[src/design/mipsIsaPkg.sv]
package mipsIsaPkg;

	// register specifiers are 5 bits wide in every MIPS encoding
	localparam int RegAddrW = 5;
	localparam logic [RegAddrW-1:0] RaReg = 5'd31; // link register

	typedef enum logic [3:0] {
		opAdd,
		opSub,
		opAnd,
		opOr,
		opXor,
		opNor,
		opSlt, // signed compare
		opSll,
		opSrl,
		opLui,
		opLink // pc+8 for jal/jalr/bgezal style ops
	} aluOp_e;

	// operand A is rs or shamt
	typedef enum logic {
		srcARs,
		srcAShamt
	} srcA_e;

	// operand B is rt or the immediate
	typedef enum logic {
		srcBRt,
		srcBImm
	} srcB_e;

	// which field names the destination register
	typedef enum logic [1:0] {
		dstRt,
		dstRd,
		dstRa
	} dstSel_e;

endpackage

[src/design/pipeCtrlPkg.sv]
package pipeCtrlPkg;

	// where an operand is taken from in the issue cycle
	// ordered from the register file through the youngest to oldest stage
	typedef enum logic [2:0] {
		fwdReg,
		fwdEx,
		fwdMem1,
		fwdMem2,
		fwdWb
	} fwdSrc_e;

endpackage

[src/design/regFile.sv]
module regFile import mipsIsaPkg::*; #(
	parameter int DataW = 32,
	parameter int NumReadPorts = 2
) (
	input  logic clk,
	input  logic rst,
	input  logic [NumReadPorts-1:0][RegAddrW-1:0] rdAddr,
	output logic [NumReadPorts-1:0][DataW-1:0] rdData,
	input  logic wrEn,
	input  logic [RegAddrW-1:0] wrAddr,
	input  logic [DataW-1:0] wrData
);

	logic [DataW-1:0] regs [1:31]; // r0 is not stored

	always_ff @(posedge clk) begin
		if (rst) begin
			for (int r = 1; r < 32; r++) begin
				regs[r] <= '0;
			end
		end else if (wrEn && wrAddr != '0) begin
			regs[wrAddr] <= wrData;
		end
	end

	// write-through so a same-cycle read sees the writeback value
	always_comb begin
		for (int p = 0; p < NumReadPorts; p++) begin
			if (rdAddr[p] == '0)
				rdData[p] = '0;
			else if (wrEn && wrAddr == rdAddr[p])
				rdData[p] = wrData;
			else
				rdData[p] = regs[rdAddr[p]];
		end
	end

endmodule

[src/design/fwdControl.sv]
module fwdControl import mipsIsaPkg::*, pipeCtrlPkg::*; #(
	parameter int NumReadPorts = 2
) (
	input  logic [NumReadPorts-1:0][RegAddrW-1:0] rdAddr,
	input  logic exValid,
	input  logic [RegAddrW-1:0] exDst,
	input  logic mem1Valid,
	input  logic [RegAddrW-1:0] mem1Dst,
	input  logic mem2Valid,
	input  logic [RegAddrW-1:0] mem2Dst,
	input  logic wbValid,
	input  logic [RegAddrW-1:0] wbDst,
	output fwdSrc_e [NumReadPorts-1:0] fwdSel
);

	// a stage only counts if it holds a real instruction writing a nonzero reg
	function automatic logic hit(
		input logic v,
		input logic [RegAddrW-1:0] dst,
		input logic [RegAddrW-1:0] addr
	);
		return v && (dst == addr) && (addr != '0);
	endfunction

	always_comb begin
		for (int p = 0; p < NumReadPorts; p++) begin
			// youngest producer wins
			if (hit(exValid, exDst, rdAddr[p]))
				fwdSel[p] = fwdEx;
			else if (hit(mem1Valid, mem1Dst, rdAddr[p]))
				fwdSel[p] = fwdMem1;
			else if (hit(mem2Valid, mem2Dst, rdAddr[p]))
				fwdSel[p] = fwdMem2;
			else if (hit(wbValid, wbDst, rdAddr[p]))
				fwdSel[p] = fwdWb; // same value the write-through gives
			else
				fwdSel[p] = fwdReg;
		end
	end

endmodule

[src/design/operandForward.sv]
module operandForward import pipeCtrlPkg::*; #(
	parameter int DataW = 32
) (
	input  fwdSrc_e fwdSel,
	input  logic [DataW-1:0] regData,
	input  logic [DataW-1:0] exResult,
	input  logic [DataW-1:0] mem1Result,
	input  logic [DataW-1:0] mem2Result,
	input  logic [DataW-1:0] wbResult,
	output logic [DataW-1:0] fwdData
);

	always_comb begin
		case (fwdSel)
			fwdEx:   fwdData = exResult;
			fwdMem1: fwdData = mem1Result;
			fwdMem2: fwdData = mem2Result;
			fwdWb:   fwdData = wbResult;
			default: fwdData = regData; // fwdReg
		endcase
	end

endmodule

[src/design/exeStage.sv]
module exeStage import mipsIsaPkg::*; #(
	parameter int DataW = 32
) (
	input  logic clk,
	input  logic rst,
	input  logic issueValid,
	input  aluOp_e issueOp,
	input  srcA_e issueSrcA,
	input  srcB_e issueSrcB,
	input  dstSel_e issueDstSel,
	input  logic [RegAddrW-1:0] issueRt,
	input  logic [RegAddrW-1:0] issueRd,
	input  logic [4:0] issueShamt,
	input  logic [DataW-1:0] issueImm,
	input  logic [DataW-1:0] issuePc,
	input  logic [DataW-1:0] rsData,
	input  logic [DataW-1:0] rtData,
	output logic exValid,
	output logic [RegAddrW-1:0] exDst,
	output logic [DataW-1:0] exResult,
	output logic mem1Valid,
	output logic [RegAddrW-1:0] mem1Dst,
	output logic [DataW-1:0] mem1Result,
	output logic mem2Valid,
	output logic [RegAddrW-1:0] mem2Dst,
	output logic [DataW-1:0] mem2Result,
	output logic wbValid,
	output logic [RegAddrW-1:0] wbDst,
	output logic [DataW-1:0] wbResult
);

	logic [RegAddrW-1:0] issueDst;
	aluOp_e exOp;
	srcA_e exSrcA;
	srcB_e exSrcB;
	logic [4:0] exShamt;
	logic [DataW-1:0] exImm, exPc, exRs, exRt;
	logic [DataW-1:0] opA, opB;

	always_comb begin
		case (issueDstSel)
			dstRt:   issueDst = issueRt;
			dstRd:   issueDst = issueRd;
			default: issueDst = RaReg;
		endcase
	end

	// valid bits travel with each instruction
	always_ff @(posedge clk) begin
		if (rst) begin
			exValid <= 1'b0;
			mem1Valid <= 1'b0;
			mem2Valid <= 1'b0;
			wbValid <= 1'b0;
		end else begin
			exValid <= issueValid;
			mem1Valid <= exValid;
			mem2Valid <= mem1Valid;
			wbValid <= mem2Valid;
		end
	end

	always_ff @(posedge clk) begin
		exOp <= issueOp;
		exSrcA <= issueSrcA;
		exSrcB <= issueSrcB;
		exDst <= issueDst;
		exShamt <= issueShamt;
		exImm <= issueImm;
		exPc <= issuePc;
		exRs <= rsData; // already forwarded
		exRt <= rtData;
		mem1Dst <= exDst;
		mem1Result <= exResult;
		mem2Dst <= mem1Dst;
		mem2Result <= mem1Result;
		wbDst <= mem2Dst;
		wbResult <= mem2Result;
	end

	assign opA = (exSrcA == srcAShamt) ? DataW'(exShamt) : exRs;
	assign opB = (exSrcB == srcBImm) ? exImm : exRt;

	always_comb begin
		case (exOp)
			opAdd:   exResult = opA + opB;
			opSub:   exResult = opA - opB;
			opAnd:   exResult = opA & opB;
			opOr:    exResult = opA | opB;
			opXor:   exResult = opA ^ opB;
			opNor:   exResult = ~(opA | opB);
			opSlt:   exResult = DataW'($signed(opA) < $signed(opB));
			opSll:   exResult = opB << opA[4:0];
			opSrl:   exResult = opB >> opA[4:0];
			// sign-extended above bit 31 when the datapath is 64 wide
			opLui:   exResult = DataW'($signed({exImm[15:0], 16'h0000}));
			default: exResult = exPc + DataW'(8); // opLink
		endcase
	end

endmodule

[src/design/exePipe.sv]
module exePipe import mipsIsaPkg::*, pipeCtrlPkg::*; #(
	parameter int DataW = 32,
	parameter int NumReadPorts = 2
) (
	input  logic clk,
	input  logic rst,
	input  logic issueValid,
	input  aluOp_e issueOp,
	input  srcA_e issueSrcA,
	input  srcB_e issueSrcB,
	input  dstSel_e issueDstSel,
	input  logic [RegAddrW-1:0] issueRs,
	input  logic [RegAddrW-1:0] issueRt,
	input  logic [RegAddrW-1:0] issueRd,
	input  logic [4:0] issueShamt,
	input  logic [DataW-1:0] issueImm,
	input  logic [DataW-1:0] issuePc,
	output logic wbValid,
	output logic [RegAddrW-1:0] wbAddr,
	output logic [DataW-1:0] wbData
);

	logic [NumReadPorts-1:0][RegAddrW-1:0] rdAddr;
	logic [NumReadPorts-1:0][DataW-1:0] regData, fwdData;
	fwdSrc_e [NumReadPorts-1:0] fwdSel;
	logic exValid, mem1Valid, mem2Valid;
	logic [RegAddrW-1:0] exDst, mem1Dst, mem2Dst;
	logic [DataW-1:0] exResult, mem1Result, mem2Result;

	regFile #(.DataW(DataW), .NumReadPorts(NumReadPorts)) uRegFile (
		.clk(clk), .rst(rst),
		.rdAddr(rdAddr), .rdData(regData),
		.wrEn(wbValid), .wrAddr(wbAddr), .wrData(wbData)
	);

	fwdControl #(.NumReadPorts(NumReadPorts)) uFwdControl (
		.rdAddr(rdAddr),
		.exValid(exValid), .exDst(exDst),
		.mem1Valid(mem1Valid), .mem1Dst(mem1Dst),
		.mem2Valid(mem2Valid), .mem2Dst(mem2Dst),
		.wbValid(wbValid), .wbDst(wbAddr),
		.fwdSel(fwdSel)
	);

	// port 0 reads rs, port 1 reads rt
	for (genvar i = 0; i < NumReadPorts; i++) begin : gFwd
		assign rdAddr[i] = (i == 0) ? issueRs : issueRt;

		operandForward #(.DataW(DataW)) uOperandForward (
			.fwdSel(fwdSel[i]), .regData(regData[i]),
			.exResult(exResult), .mem1Result(mem1Result),
			.mem2Result(mem2Result), .wbResult(wbData),
			.fwdData(fwdData[i])
		);
	end

	exeStage #(.DataW(DataW)) uExeStage (
		.clk(clk), .rst(rst),
		.issueValid(issueValid), .issueOp(issueOp),
		.issueSrcA(issueSrcA), .issueSrcB(issueSrcB), .issueDstSel(issueDstSel),
		.issueRt(issueRt), .issueRd(issueRd), .issueShamt(issueShamt),
		.issueImm(issueImm), .issuePc(issuePc),
		.rsData(fwdData[0]), .rtData(fwdData[1]),
		.exValid(exValid), .exDst(exDst), .exResult(exResult),
		.mem1Valid(mem1Valid), .mem1Dst(mem1Dst), .mem1Result(mem1Result),
		.mem2Valid(mem2Valid), .mem2Dst(mem2Dst), .mem2Result(mem2Result),
		.wbValid(wbValid), .wbDst(wbAddr), .wbResult(wbData)
	);

endmodule

[config.mk]
export PLATFORM = sky130hd
export DESIGN_NAME = exePipe
export DESIGN_NICKNAME = d
export VERILOG_FILES = /design/src/design/mipsIsaPkg.sv /design/src/design/pipeCtrlPkg.sv /design/src/design/regFile.sv /design/src/design/fwdControl.sv /design/src/design/operandForward.sv /design/src/design/exeStage.sv /design/src/design/exePipe.sv
export SDC_FILE = /design/constraint.sdc
export NUM_CORES = 2
export LEC_CHECK = 0
export ABC_CLOCK_PERIOD_IN_PS = 8800
export BUFFER_PORTS_ARGS = -buffer_cell sky130_fd_sc_hd__clkbuf_2
export CAP_MARGIN = 20
export CORE_MARGIN = 4
export CORE_UTILIZATION = 45
export CTS_BUF_LIST = sky130_fd_sc_hd__clkbuf_4 sky130_fd_sc_hd__clkbuf_8
export CTS_CLUSTER_DIAMETER = 100
export CTS_CLUSTER_SIZE = 24
export DETAILED_ROUTE_END_ITERATION = 10
export GPL_TIMING_DRIVEN = 0
export PLACE_DENSITY = 0.59
export SYNTH_ARGS = -nofsm -noshare
export SYNTH_HDL_FRONTEND = slang
export SYNTH_SLANG_ARGS = --single-unit
[constraint.sdc]
create_clock -name clk -period 8.8 [get_ports clk]
set_clock_uncertainty 0.05 [all_clocks]
set_input_delay 0 -clock clk [delete_from_list [all_inputs] [get_ports clk]]
set_output_delay 0 -clock clk [all_outputs]
set_load 0.02 [all_outputs]
Yosys cells after proc, flatten, opt, wreduce, memory -nomap -nowiden
Memories as Yosys holds them, arrays and structs flattened.
Cells that the tools add are included.
W data, S select, Z words.
- add/subtract/negate cells: 3
- bitwise operators: 4
- $mul: 0
- equality and inequality tests: 26
- reductions and logical operators: 25
- shift operators: 2
- magnitude comparators: 1
- muxes and demuxes: 26
- divide/modulo/power cells: 0
- operator list (operator ; number):
    $pmux W32 S10 ; 1
    $pmux W32 S4 ; 2
    $mux W32 ; 7
    $eq A5 B5 Y1 ; 8
    $add A32 B32 Y32 ; 1
    $add A32 B4 Y32 const B ; 1
    $and A32 B32 Y32 ; 1
    $lt A32 B32 Y1 ; 1
    $not A32 Y32 ; 1
    $or A32 B32 Y32 ; 1
    $reduce_or A32 Y1 ; 1
    $shl A32 B5 Y32 ; 1
    $shr A32 B5 Y32 ; 1
    $sub A32 B32 Y32 ; 1
    $xor A32 B32 Y32 ; 1
    $mux W3 ; 8
    $logic_and A1 B1 Y1 ; 17
    $eq A4 B3 Y1 const B ; 4
    $reduce_bool A5 Y1 ; 3
    $eq A3 B2 Y1 const B ; 4
    $logic_not A5 Y1 ; 2
    $pmux W5 S2 ; 1
    $eq A4 B2 Y1 const B ; 2
    $eq A4 B4 Y1 const B ; 2
    8 further kinds ; 15
- ROM bits: 0
- latch bits: 0
- logic and storage cells: 107
- output and inout bits: 38
- bits in writable memories: 992
- bits in registers: 259
- memories kept: 1
- bits of input ports: 95
- memory list (name ; depth ; bits a word ; read ports ; clocked after memory_dff ; wr ports ; RTL line ; RTL):
    uRegFile.regs ; 31 ; 32 ; 2 ; 0 ; 31 ; regFile.sv:14 ; logic [DataW-1:0] regs [1:31];

Depth between registers and ports, before layout
- depth in word-level cells: 9
- depth in mapped cells: 18
- depth with buffers taken out: 14

Modules after synthesis
Synthesis repeated with hierarchy kept, for this count alone.
- cells, all modules: 6152
- area, all modules: 74232.4 um^2
- by module, submodules not included (module ; instances ; cells each ; area an instance (um^2) ; sequential area each (um^2)):
    regFile ; 1 ; 3741 ; 54722.5 ; 30749.5
    exeStage ; 1 ; 1869 ; 15486.1 ; 5185.0
    operandForward ; 2 ; 231 ; 1694.1 ; 0.0
    fwdControl ; 1 ; 80 ; 635.6 ; 0.0

Worst setup path after synthesis
No wires, ideal clock.
- path type: reg2reg
- from: register uExeStage.exSrcA
- to: register uExeStage.exRt[29]
- slack: 4.644 ns
- arrival: 3.980 ns
- period minus slack after synthesis: 4.156 ns
- data required time: 8.624 ns
- stages on the path, launching flop included: 18
- buffers on the path: 6
- cell sequence: dfxtp_1 buf_4 buf_4 mux2i_4 buf_2 buf_2 buf_1 ha_1 clkbuf_1 nor2_1 nand3_1 a2111oi_2 nor2_1 o211ai_1 a211oi_1 a221o_1 a21oi_1 o21ai_0
- RTL lines (what ; RTL line ; RTL):
    start, declared ; exeStage.sv:34 ; srcA_e exSrcA;
    start signal, assigned ; exeStage.sv:65 ; exSrcA <= issueSrcA;
    end signal, assigned ; exeStage.sv:72 ; exRt <= rtData;
    end, declared ; exeStage.sv:37 ; logic [DataW-1:0] exImm, exPc, exRs, exRt;

==> out/summary.json <==
{
  "finish": {
    "fin_cells": 8131,
    "syn2layout_area_growth_pct": 11.01,
    "layout_common_cells": "sky130_fd_sc_hd__edfxtp_1, sky130_fd_sc_hd__and2_1, sky130_fd_sc_hd__mux4_2",
    "layout.cell_area.non_filler_um2": 80370,
    "finish.net_count": 6140,
    "most_common_cell_after_layout_fill_and_taps_aside": "sky130_fd_sc_hd__edfxtp_1",
    "layout-drive-gt1-share_pct": 19.15
  },
  "setup_path": {
    "cp.required_ns": 9.37,
    "ff_to_ff_setup_slack_ns": 0.96,
    "r2r_end": "uExeStage.exRt[29]",
    "crit_slowest_cell": "sky130_fd_sc_hd__a2111oi_2",
    "critical_path.startpoint_type": "register",
    "worstPathMaxFanout": 10,
    "worst-endpoint-arrival_ns": 8.41,
    "slowest_delay_ns": 0.99,
    "worstPathCellList": "buf_4 > buf_4 > mux2i_4 > buf_2 > buf_2 > buf_1 > ha_1 > clkbuf_1 > nor2_1 > nand3_1 > a2111oi_2 > nor2_1 > o211ai_1 > a211oi_1 > a221o_1 > a21oi_1 > o21ai_0",
    "worst_setup_path_end_kind": "register",
    "crit_type": "register to register",
    "r2r_start": "uExeStage.exSrcA",
    "reg2regPathDepth": 17
  },
  "routing": {
    "drt_first_pass_iters": 6,
    "totalWireLength_um": 330600,
    "drt_iter0_markers": 7533,
    "ant_nets": 0,
    "post-route-drc-count": 0,
    "routedWlPerCell_um": 40.66,
    "vias_per_cell": 6.529,
    "routed-via-count": 53090
  },
  "power_and_ir_drop": {
    "vdd_ir_drop_max_uv": 139.0,
    "power_density_normalized_to_cell_area_nw_per_um2": 172.1,
    "power_leakage_nw": 29.12
  },
  "global_route": {
    "grt_antenna_before_repair": 32,
    "grt_pass1_vias": 52460,
    "grt_overflow": 0,
    "global_route.usage.total_pct": 38.94,
    "wire_length_of_the_first_global_routing_pass_um": 441300,
    "grt_start_max_net_pins": 33
  },
  "floorplanning": {
    "design.die.area_um2": 167400,
    "design.portCount": 133,
    "area_of_the_core_um2": 159100,
    "die_height_um": 409.1,
    "chipWidth_um": 409.1,
    "initial_utilization_pct": 45.50,
    "cell_row_count": 146
  },
  "placement": {
    "finalWeightedCongestion": 1.055,
    "dpl_cell_area_um2": 77280,
    "hpwl_um": 269400,
    "port-buffer-count": 122,
    "placed_cells_incl_taps": 7837
  },
  "clock_tree": {
    "cts_repair_resize_count": 0,
    "buffers_from_clock_root_to_sink_at_most": 3,
    "cts-root-buf": "sky130_fd_sc_hd__clkbuf_8",
    "clock_latency_reported_for_the_late_side_of_the_worst_skew_pair_ns": 0.89,
    "cts_tree": "done",
    "numCtsBuffers": 66,
    "cts.reportedPaths.clkPinSlew_ns": 0.15,
    "htree_num_levels": 3,
    "tritoncts_num_sinks": 1283
  },
  "logic_synthesis": {
    "synth.avg_cell_area_um2": 13.29,
    "synth-main-ff-cell": "sky130_fd_sc_hd__edfxtp_1",
    "number_of_synthesized_flops_with_an_enable_pin": 1024,
    "async_flop_share_pct": 0,
    "synth_sequential_area_ratio_pct": 49.64,
    "synth.cell_area_um2": 72400,
    "post_synth_inst_count": 5447,
    "synth_cell_types": 97,
    "synth.ff_latch_count": 1283,
    "yosysWarningCount": 0
  },
  "hold_path": {
    "timing.hold.worst.class": "primary input to register",
    "worst_hold_path_ep": "uExeStage.exRs[26]",
    "hold_depth": 5,
    "min-delay-start": "issueRs[2]"
  },
  "timing": {
    "period_needed_ns": 7.839,
    "worst_pin_slew_ns": 1.312,
    "slew_viol_final": 0,
    "finalHoldViolCount": 0,
    "grt_setup_unrepaired": "false",
    "achievable-frequency_ghz": 0.1276,
    "timing.final.crit_share_pct": 89.08,
    "hold-worst-slack_ns": 0.01394,
    "final.setup.tns_ns": 0,
    "worst_slew_margin_rel_pct": 12.27,
    "report.final.setup_viol": 0
  },
  "outcome": {
    "run_status": "completed"
  },
  "flow_run": {
    "max-cap-violations": 0
  }
}
==> through the flow <==
step           total power [W]  utilization [%]  setup slack [ns]
6_report               0.01384            50.51            0.9612
5_1_grt                0.01416            50.50            0.9102
3_5_place_dp           0.01092            48.57             1.279
2_1_floorplan         0.009137                -             4.644
3_3_place_gp           0.01081            47.65             1.205
4_1_cts                0.01367            50.37             1.199
==> worst max-delay path by stage <==
stage / startpoint / to / slack (ns)
global route: uExeStage.exSrcA / uExeStage.exRt[29] / 0.91
detailed placement: uExeStage.exSrcA / uExeStage.exRt[29] / 1.28
floorplan: uExeStage.exSrcA / uExeStage.exRt[29] / 4.64
global placement: uExeStage.exSrcA / uExeStage.exRt[29] / 1.20
CTS: uExeStage.exSrcA / uExeStage.exRt[29] / 1.20
finish: uExeStage.exSrcA / uExeStage.exRt[29] / 0.96
==> cell type report <==
cell class                 instances  area (um^2)
tap                             2146         2685
multi-input combinational       3558        34190
sequential                      1283        35930
inverter                         121        454.2
fill                           13930        78740
buffer                           516         2076
clock inverter                    14        155.1
clock buffer                      78         1005
antenna                           17        42.54
timing repair buffer             398         3824
==> per-layer routing <==
layer | global-route usage [%] | vias to the layer above | share of wire [%]
met2 | 63.53 | 3238 | 48
met3 | 9.426 | 817 | 9.5
li1 | - | 21770 | -
met5 | 0 | - | 0.016
met4 | 27.06 | 8 | 8.3
met1 | 45.43 | 27260 | 35
==> worst max-delay path: cells and delay by family, from the launching register on <==
family          cells  cell delay, ns
fa+ha+maj           1            0.39
mux                 1            0.75
flops               1            0.33
compound gates      6            3.09
buf+inv             6            2.42
simple gates        3            0.55
==> power by group <==
group          internal, W  total, W  switching, W
registers          0.00687   0.00723      0.000360
logic              0.00125   0.00379       0.00255
clock network     0.000788   0.00281       0.00202
total              0.00891    0.0138       0.00493
==> cells by family after synthesis <==
group,synth area share [%]
simple gates,13.37
flops,49.64
mux,23.23
compound gates,7.466
buf+inv,3.465
fa+ha+maj,1.766
xor+xnor,1.065
other cells,0.005180
==> cells in the mapped netlist, types with 11 or more instances <==
library cell                instances  area share [%]
sky130_fd_sc_hd__and3_1            24            0.21
sky130_fd_sc_hd__inv_1            115            0.60
sky130_fd_sc_hd__mux2i_2           13            0.25
sky130_fd_sc_hd__o21a_1            38            0.39
sky130_fd_sc_hd__nand3_1           60            0.41
sky130_fd_sc_hd__nand2b_1          25            0.22
sky130_fd_sc_hd__a22oi_1           24            0.25
sky130_fd_sc_hd__a222oi_1          64            0.88
sky130_fd_sc_hd__o211ai_1          34            0.35
sky130_fd_sc_hd__nor2_1           166            0.86
sky130_fd_sc_hd__a211oi_1          23            0.24
sky130_fd_sc_hd__ha_1              99             1.7
sky130_fd_sc_hd__o21bai_1          11            0.11
sky130_fd_sc_hd__o21ai_0          136            0.94
sky130_fd_sc_hd__nand4_1           17            0.15
sky130_fd_sc_hd__clkbuf_1         375             1.9
sky130_fd_sc_hd__o21ai_1           25            0.17
sky130_fd_sc_hd__o31ai_1           14            0.15
sky130_fd_sc_hd__o2111ai_1         14            0.17
sky130_fd_sc_hd__buf_1             85            0.44
sky130_fd_sc_hd__a31oi_1           27            0.23
sky130_fd_sc_hd__a21oi_1          137            0.95
sky130_fd_sc_hd__edfxtp_1        1024              42
sky130_fd_sc_hd__o221ai_1          30            0.36
sky130_fd_sc_hd__dfxtp_1          259             7.2
sky130_fd_sc_hd__or2_2             33            0.29
sky130_fd_sc_hd__a21o_1            34            0.35
sky130_fd_sc_hd__a221o_1           14            0.19
sky130_fd_sc_hd__nor2b_1           53            0.46
sky130_fd_sc_hd__mux4_2           643              20
sky130_fd_sc_hd__nor4_1            23            0.20
sky130_fd_sc_hd__and2_1          1001             8.6
sky130_fd_sc_hd__a221oi_1          19            0.23
sky130_fd_sc_hd__xnor2_1           54            0.65
sky130_fd_sc_hd__buf_2             46            0.32
sky130_fd_sc_hd__mux2i_1          202             2.8
sky130_fd_sc_hd__a211o_1           11            0.13
sky130_fd_sc_hd__nand2_1          203             1.1
sky130_fd_sc_hd__xor2_1            34            0.41
sky130_fd_sc_hd__nor3_1            48            0.33
sky130_fd_sc_hd__o22ai_1           28            0.24
==> registers in the layout (all words and copies together), names as in the netlist, 4 cells and up <==
register / cells
uExeStage.wbDst: 5
uExeStage.exOp: 4
uExeStage.exImm: 32
uExeStage.mem2Result: 32
uRegFile.regs: 1024
uExeStage.mem2Dst: 5
uExeStage.exRs: 32
uExeStage.wbResult: 32
uExeStage.exDst: 5
uExeStage.mem1Result: 32
uExeStage.exShamt: 5
uExeStage.exPc: 32
uExeStage.exRt: 32
uExeStage.mem1Dst: 5
==> repair_timing <==
item	in CTS	in global routing
hold endpoints to repair	86	0
setup buffers	0	0
hold buffers	170	0
Note: power is estimated with default switching activity, not from simulation.
